[config.mk]
export PLATFORM = sky130hd
export DESIGN_NAME = data_lane_unit_flat
export DESIGN_NICKNAME = d
export VERILOG_FILES = /design/src/source/riscv_pkg.sv /design/src/source/mem_pkg.sv /design/src/source/ram_port_if.sv /design/src/source/data_lane_unit.sv /design/src/flat_wrapper.sv
export VERILOG_INCLUDE_DIRS = /design/src /design/src/source
export SDC_FILE = /design/constraint.sdc
export NUM_CORES = 1
export LEC_CHECK = 0
export ABC_AREA = 1
export BUFFER_PORTS_ARGS = -buffer_cell sky130_fd_sc_hd__buf_2
export CAP_MARGIN = 5
export CORE_MARGIN = 2
export CORE_UTILIZATION = 35
export CTS_CLUSTER_DIAMETER = 120
export DETAILED_ROUTE_END_ITERATION = 10
export MAX_ROUTING_LAYER = met4
export PLACE_DENSITY_LB_ADDON = 0.05
export SLEW_MARGIN = 10
export SYNTH_ARGS = -nofsm -noshare
export SYNTH_HDL_FRONTEND = slang
export SYNTH_SLANG_ARGS = --single-unit
[constraint.sdc]
create_clock -name clk -period 1.4 [get_ports clk]
set_input_delay 0 -clock clk [delete_from_list [all_inputs] [get_ports clk]]
set_output_delay 0 -clock clk [all_outputs]
set_load 0.005 [all_outputs]
[src/source/mem_settings.svh]
// Size settings of the local memory.
// MEM_ADDR_WIDTH counts word-address bits, so the RAM holds 2**MEM_ADDR_WIDTH words.
// MEM_DATA_WIDTH must stay a multiple of 8 so that the byte enables line up.

`ifndef MEM_SETTINGS_SVH
`define MEM_SETTINGS_SVH

// 1024 words by default.
`define MEM_ADDR_WIDTH 10

`define MEM_DATA_WIDTH 32

`endif

[src/source/riscv_pkg.sv]
// Architectural types shared by the core and its local memory.
// The data memory operation codes follow the core's decoder and are not
// meant to be reordered.

package riscv_pkg;

    // ~~~~~~~~~~~~~~~~~~~~~~~~~~~~~~~~~~~~~~~~~~~~~~~~~~~~~~~~~~~~~~~~~~~~~~
    // words
    // ~~~~~~~~~~~~~~~~~~~~~~~~~~~~~~~~~~~~~~~~~~~~~~~~~~~~~~~~~~~~~~~~~~~~~~

    // rv32, data and byte addresses.
    typedef logic [31:0] word_t;

    // ~~~~~~~~~~~~~~~~~~~~~~~~~~~~~~~~~~~~~~~~~~~~~~~~~~~~~~~~~~~~~~~~~~~~~~
    // data memory operations
    // ~~~~~~~~~~~~~~~~~~~~~~~~~~~~~~~~~~~~~~~~~~~~~~~~~~~~~~~~~~~~~~~~~~~~~~

    // One code per cycle, fixed latency and no handshake.
    // Loads return their result in the following cycle.
    typedef enum logic [3:0] {
        LOAD_STORE_NONE    = 4'd0,  // port idle.

        // loads, sign extended.
        LOAD_WORD          = 4'd1,
        LOAD_HALF          = 4'd2,
        LOAD_BYTE          = 4'd3,

        // loads, zero extended.
        LOAD_HALF_UNSIGNED = 4'd4,
        LOAD_BYTE_UNSIGNED = 4'd5,

        // stores, naturally aligned.
        STORE_WORD         = 4'd6,
        STORE_HALF         = 4'd7,
        STORE_BYTE         = 4'd8
    } mem_op_t;

endpackage

[src/source/mem_pkg.sv]
// Types of the memory subsystem, sized from the memory settings header.
// A RAM address is a word address, without the two byte-offset bits.

`include "mem_settings.svh"

package mem_pkg;

    // ~~~~~~~~~~~~~~~~~~~~~~~~~~~~~~~~~~~~~~~~~~~~~~~~~~~~~~~~~~~~~~~~~~~~~~
    // ram side
    // ~~~~~~~~~~~~~~~~~~~~~~~~~~~~~~~~~~~~~~~~~~~~~~~~~~~~~~~~~~~~~~~~~~~~~~

    // word address into the array.
    typedef logic [`MEM_ADDR_WIDTH-1:0] ram_addr_t;

    // one write enable per byte lane.
    typedef logic [`MEM_DATA_WIDTH/8-1:0] byte_en_t;

    // ~~~~~~~~~~~~~~~~~~~~~~~~~~~~~~~~~~~~~~~~~~~~~~~~~~~~~~~~~~~~~~~~~~~~~~
    // lane steering
    // ~~~~~~~~~~~~~~~~~~~~~~~~~~~~~~~~~~~~~~~~~~~~~~~~~~~~~~~~~~~~~~~~~~~~~~

    // Byte offset inside a word, taken from the low address bits.
    typedef logic [$clog2(`MEM_DATA_WIDTH/8)-1:0] lane_t;

endpackage

[src/source/ram_port_if.sv]
// One port of the block RAM.
// Fixed one-cycle read, no ready. rdata holds while en is low.
// A write and a read on the same edge return the old word.

interface ram_port_if;

    logic                en;     // access this cycle.
    mem_pkg::byte_en_t   we;     // byte lanes to write.
    mem_pkg::ram_addr_t  addr;
    riscv_pkg::word_t    wdata;
    riscv_pkg::word_t    rdata;  // valid the cycle after en.

    // side that issues requests.
    modport requester (
        output en,
        output we,
        output addr,
        output wdata,
        input  rdata
    );

    // side that owns the storage.
    modport memory (
        input  en,
        input  we,
        input  addr,
        input  wdata,
        output rdata
    );

endinterface

[src/source/data_lane_unit.sv]
// Data side of the local memory.
// Accesses must be naturally aligned; misaligned ones are flagged by
// assertions only and wrap inside the word.
// Load data comes back the cycle after the request.

`include "mem_settings.svh"

module data_lane_unit (
    input  logic                clk,
    input  logic                rst_n,
    input  riscv_pkg::mem_op_t  dmem_op,
    input  riscv_pkg::word_t    dmem_addr,
    input  riscv_pkg::word_t    dmem_wdata,
    output riscv_pkg::word_t    dmem_rdata,
    ram_port_if.requester       ram
);

    mem_pkg::lane_t      lane;
    logic                is_load;
    riscv_pkg::mem_op_t  load_op_q;  // load kind beside the RAM read.
    mem_pkg::lane_t      lane_q;
    riscv_pkg::word_t    shifted;

    assign lane    = dmem_addr[1:0];
    assign is_load = dmem_op inside {
        riscv_pkg::LOAD_WORD,
        riscv_pkg::LOAD_HALF,
        riscv_pkg::LOAD_BYTE,
        riscv_pkg::LOAD_HALF_UNSIGNED,
        riscv_pkg::LOAD_BYTE_UNSIGNED
    };

    // ~~~~~~~~~~~~~~~~~~~~~~~~~~~~~~~~~~~~~~~~~~~~~~~~~~~~~~~~~~~~~~~~~~~~~~
    // request
    // ~~~~~~~~~~~~~~~~~~~~~~~~~~~~~~~~~~~~~~~~~~~~~~~~~~~~~~~~~~~~~~~~~~~~~~

    assign ram.en   = dmem_op != riscv_pkg::LOAD_STORE_NONE;
    assign ram.addr = dmem_addr[`MEM_ADDR_WIDTH+1:2];

    // Store data is moved up to its lane; the enables pick the bytes.
    always_comb begin
        ram.wdata = dmem_wdata << {lane, 3'b000};
        unique case (dmem_op)
            riscv_pkg::STORE_WORD: ram.we = 4'b1111;
            riscv_pkg::STORE_HALF: ram.we = lane[1] ? 4'b1100 : 4'b0011;
            riscv_pkg::STORE_BYTE: ram.we = 4'b0001 << lane;
            default:               ram.we = 4'b0000;  // loads read only.
        endcase
    end

    // ~~~~~~~~~~~~~~~~~~~~~~~~~~~~~~~~~~~~~~~~~~~~~~~~~~~~~~~~~~~~~~~~~~~~~~
    // load return
    // ~~~~~~~~~~~~~~~~~~~~~~~~~~~~~~~~~~~~~~~~~~~~~~~~~~~~~~~~~~~~~~~~~~~~~~

    always_ff @(posedge clk) begin
        if (!rst_n) begin
            load_op_q <= riscv_pkg::LOAD_STORE_NONE;
        end else begin
            load_op_q <= is_load ? dmem_op : riscv_pkg::LOAD_STORE_NONE;
        end
    end

    always_ff @(posedge clk) begin
        lane_q <= lane;
    end

    // addressed byte or half down to bit 0.
    assign shifted = ram.rdata >> {lane_q, 3'b000};

    always_comb begin
        unique case (load_op_q)
            riscv_pkg::LOAD_WORD:
                dmem_rdata = ram.rdata;
            riscv_pkg::LOAD_HALF:
                dmem_rdata = {{16{shifted[15]}}, shifted[15:0]};
            riscv_pkg::LOAD_BYTE:
                dmem_rdata = {{24{shifted[7]}}, shifted[7:0]};
            riscv_pkg::LOAD_HALF_UNSIGNED:
                dmem_rdata = {16'h0000, shifted[15:0]};
            riscv_pkg::LOAD_BYTE_UNSIGNED:
                dmem_rdata = {24'h000000, shifted[7:0]};
            default:
                dmem_rdata = ram.rdata;  // not a load, value unused.
        endcase
    end

    // ~~~~~~~~~~~~~~~~~~~~~~~~~~~~~~~~~~~~~~~~~~~~~~~~~~~~~~~~~~~~~~~~~~~~~~
    // alignment checks
    // ~~~~~~~~~~~~~~~~~~~~~~~~~~~~~~~~~~~~~~~~~~~~~~~~~~~~~~~~~~~~~~~~~~~~~~

    a_half_aligned: assert property (
        @(posedge clk) disable iff (!rst_n)
        (dmem_op inside {riscv_pkg::LOAD_HALF, riscv_pkg::LOAD_HALF_UNSIGNED,
                         riscv_pkg::STORE_HALF}) |-> !dmem_addr[0]
    ) else $error("misaligned halfword access at %h", dmem_addr);

    a_word_aligned: assert property (
        @(posedge clk) disable iff (!rst_n)
        (dmem_op inside {riscv_pkg::LOAD_WORD, riscv_pkg::STORE_WORD})
            |-> (dmem_addr[1:0] == 2'b00)
    ) else $error("misaligned word access at %h", dmem_addr);

endmodule

[src/flat_wrapper.sv]
// flat-port wrapper written by rule: the top's interface ports become plain ports
module data_lane_unit_flat 
  (clk, rst_n, dmem_op, dmem_addr, dmem_wdata, dmem_rdata, ram_en, ram_we, ram_addr, ram_wdata, ram_rdata);
  ram_port_if ram_i ();
  input  logic clk;
  input  logic rst_n;
  input  riscv_pkg::mem_op_t dmem_op;
  input  riscv_pkg::word_t dmem_addr;
  input  riscv_pkg::word_t dmem_wdata;
  output riscv_pkg::word_t dmem_rdata;
  output wire logic [$bits(ram_i.en)-1:0] ram_en;
  output wire logic [$bits(ram_i.we)-1:0] ram_we;
  output wire logic [$bits(ram_i.addr)-1:0] ram_addr;
  output wire logic [$bits(ram_i.wdata)-1:0] ram_wdata;
  input wire logic [$bits(ram_i.rdata)-1:0] ram_rdata;
  assign ram_en = ram_i.en;
  assign ram_we = ram_i.we;
  assign ram_addr = ram_i.addr;
  assign ram_wdata = ram_i.wdata;
  assign ram_i.rdata = ram_rdata;
  data_lane_unit u_core (.clk(clk), .rst_n(rst_n), .dmem_op(dmem_op), .dmem_addr(dmem_addr), .dmem_wdata(dmem_wdata), .dmem_rdata(dmem_rdata), .ram(ram_i));
endmodule
==> impl_summary.txt <==
----------------------------------------------------
[Run status]
  Violated checks ... setup timing
  Status ... complete, but fails checks

[Logic synthesis]
  Area leader, netlist ... sky130_fd_sc_hd__nand2_1
  Synth cell count leaders ... sky130_fd_sc_hd__nand2_1, sky130_fd_sc_hd__nand3_1, sky130_fd_sc_hd__inv_1
  Syn nets ... ~460
  Sequential fraction of the synthesis area ... 6.54%
  Prevailing post-synth register cell ... sky130_fd_sc_hd__dfxtp_1
  Average cell area after synthesis ... approximately 5 um^2
  Synth area leaders ... sky130_fd_sc_hd__nand2_1, sky130_fd_sc_hd__nand3_1, sky130_fd_sc_hd__inv_1
  Proportion of synthesized flip-flops having asynchronous set or reset ... 0%
  Number of synthesized flops with an enable pin ... 0
  Netlist cell types ... 29
  Share of the synthesized area in the top cell type ... 20.2%
  Number of warnings printed during yosys synthesis ... 0
  Cell with the most instances after synthesis ... sky130_fd_sc_hd__nand2_1
  Post-synthesis instance total ... 359
  Combined area of all synthesized cells ... 1840 um^2
  Number of storage elements in the synthesis netlist ... 6

[Power]
  Static leakage power ... 1.76 nW
  Max rail drop VDD ... 0.000321 V
  Pwr Density ... 427 nW/um^2

[Finish]
  Area occupied by multi-input gates ... ~1400 um^2
  Fill count ... roughly 560
  Number of nets in the finished design ... 607
  Number of diodes ... 0
  Storage element area ... 126 um^2
  Proportion of layout cells with a drive suffix above 1 ... around two fifths
  Area added between synthesis and finish ... 56.9%
  Final instance count without filler cells ... approximately 570

[Critical path]
  Worst path slowest cell ... sky130_fd_sc_hd__dfxtp_2
  Crit Path Category ... flip-flop to primary output
  Data arrival time of the critical path ... roughly 1400 ps
  CP Depth ... 8
  Worst Path Required ... 1400 ps
  Worst-path fanout max ... 8
  Sequence of cells on the critical path ... buf_12 > inv_8 > nand2_2 > nand3_4 > nand3_4 > clkbuf_16 > nand3_1 > buf_2
  Element type at the critical path end ... primary output
  Slowest cell delay on critical path ... ~350 ps
  Number of buffers and inverters on the critical path ... 4
  Top cell family by delay on the critical path ... buffers and inverters
  Critical path's most frequent cell ... sky130_fd_sc_hd__nand3_4
  Launching element type of the critical path ... flip-flop

[Timing]
  Endpoints failing hold ... 0
  Ratio of final minimum period to clock period ... 103%
  Max-slew violation count ... 0
  Maximum clock rate ... 696 MHz
  Final worst-path setup slack ... -36.6 ps
  Final critical delay including setup and external delays ... roughly 1400 ps
  Setup repair after global routing missed its margin ... yes
  Final setup violation count ... 21

[GRT]
  Remaining global-route overflow ... 0
  Vias in the first global route ... 2538
  Largest net degree at the start of global routing ... 26
  Number of antenna violations at the first check in global routing ... 0
  Global-route wire length before repair ... 11200 um
  Global-route total usage across every layer ... 23.1%

[Die]
  Number of standard-cell rows in the floorplan ... 26
  Die Height ... 76.5 um
  IO Pins ... 181
  Horizontal extent of the die ... ~76 um
  Effective utilization at floorplan ... 36.2%
  Core region area ... 5070 um^2
  Full die area ... around 6000 um^2

[Clock network]
  Clock Tree Buf Depth ... 2
  Clock tree from TritonCTS ... done
  H-tree level count ... 1
  CTS sink count ... 6
  CTS buffer count ... 3
  Root Buffer Master ... sky130_fd_sc_hd__clkbuf_8
  Clock input transition at the sequential cells of the worst setup and hold paths ... 40 ps

[Detailed routing]
  Overall via count from detail_route ... around 2800
  Iter 0 DRT Violations ... 95
  Total Routed Length ... about 7200 um
  First drt pass iteration count ... 4
  Count of antenna-violating nets left after detailed routing ... 0
  Via-per-instance ratio ... 4.87
  DRC violations left ... 0
  WL/cell ... between 10 and 15 um

[Placement]
  Routability cong. ... 0.888
  Detailed placement HPWL ... 5410 um
  Placed cell count ... roughly 560
  Placement Setup Slack ... 99.2 ps
  Count of input and output buffers ... 140

[Job]
  Max-capacitance violation count ... 0

[Min path]
  Depth of the worst hold-timing path ... 0
  Worst min-delay path category ... input pin to primary output

----------------------------------------------------
## routing by layer
metal	vias to the layer above	wire, um	track usage (%)
li1	1443	-	-
met1	1206	2920	26.0
met2	127	3510	41.4
met3	15	636	4.38
met4	0	172	6.36
met5	-	0	-
## state kept, by name (all words and copies together) (netlist names)
| name | flops |
|---|---|
| u_core.lane_q | 2 |
| u_core.load_op_q | 4 |
## worst paths after layout
path                         end  slack (ps)                      from
hold / removal       ram_addr[8]       0.002             dmem_addr[10]
setup / recovery  dmem_rdata[22]         -40  u_core.lane_q[0]$_DFF_P_
## layout make-up
class / instances / area share [%]
repair buffers: 168 / 36.1
clock buffers: 3 / 1.43
multi-input cells: 271 / 47.4
well taps: 70 / 3.04
flip-flops and latches: 6 / 4.38
inverters: 55 / 7.68
## cell families after synthesis
logic type      Yosys count  synth area share (%)
flops                     6                  6.54
other cells               1                 0.204
simple gates            206                  48.3
buf+inv                  83                  22.7
compound gates           63                  22.3
## what timing repair did
action	4_1_cts	5_1_grt
hold buffers	1	0
gates resized for setup	6	20
gates cloned	1	5
endpoints found under the setup margin	31	32
pin swaps	1	10
buffers inserted	3	3
hold endpoints to repair	1	0
## power by group
group / switching, W / internal (W)
sequential: 0.00000809 / 0.000180
combinational: 0.000418 / 0.000370
clock: 0.0000717 / 0.000184
## per-stage QoR
step / cell area, um^2 / total power [W] / utilization (%) / TNS [ps] / hold WS (ps)
finish: 2880 / 0.00123 / 56.8 / -408 / 0.00224
global route: 2880 / 0.00134 / 56.8 / -2720 / 0.00763
detailed placement: 2580 / 0.000913 / 50.8 / 0 / 0.0346
CTS: 2700 / 0.00120 / 53.3 / -10.4 / 0.0346
floorplan: 1840 / 0.000602 / - / 0 / 27.7
global placement: 2580 / 0.000908 / 50.8 / 0 / 0.0346
## cells in the final DEF, fill, tap and decap left out, types with 2 or more instances in the layout
cell | netlist | routed
sky130_fd_sc_hd__nand2_2 | 5 | 7
sky130_fd_sc_hd__a21oi_1 | 10 | 8
sky130_fd_sc_hd__dfxtp_2 | 0 | 2
sky130_fd_sc_hd__inv_2 | 6 | 6
sky130_fd_sc_hd__nand2_4 | 1 | 3
sky130_fd_sc_hd__buf_4 | 16 | 17
sky130_fd_sc_hd__a22oi_1 | 4 | 4
sky130_fd_sc_hd__dfxtp_1 | 6 | 3
sky130_fd_sc_hd__nand3_1 | 48 | 46
sky130_fd_sc_hd__o211ai_2 | 6 | 6
sky130_fd_sc_hd__inv_1 | 47 | 46
sky130_fd_sc_hd__o21ai_1 | 4 | 6
sky130_fd_sc_hd__nand4_1 | 6 | 6
sky130_fd_sc_hd__nand3_4 | 0 | 3
sky130_fd_sc_hd__nand2_1 | 99 | 96
sky130_fd_sc_hd__a21oi_2 | 0 | 2
sky130_fd_sc_hd__buf_2 | 5 | 140
sky130_fd_sc_hd__buf_6 | 3 | 3
sky130_fd_sc_hd__nor2_1 | 44 | 43
sky130_fd_sc_hd__o21ai_0 | 27 | 25
sky130_fd_sc_hd__buf_12 | 0 | 3
sky130_fd_sc_hd__clkbuf_16 | 0 | 3
sky130_fd_sc_hd__o221ai_1 | 7 | 7
sky130_fd_sc_hd__clkbuf_8 | 0 | 3
(Power assumes the default switching activity.)
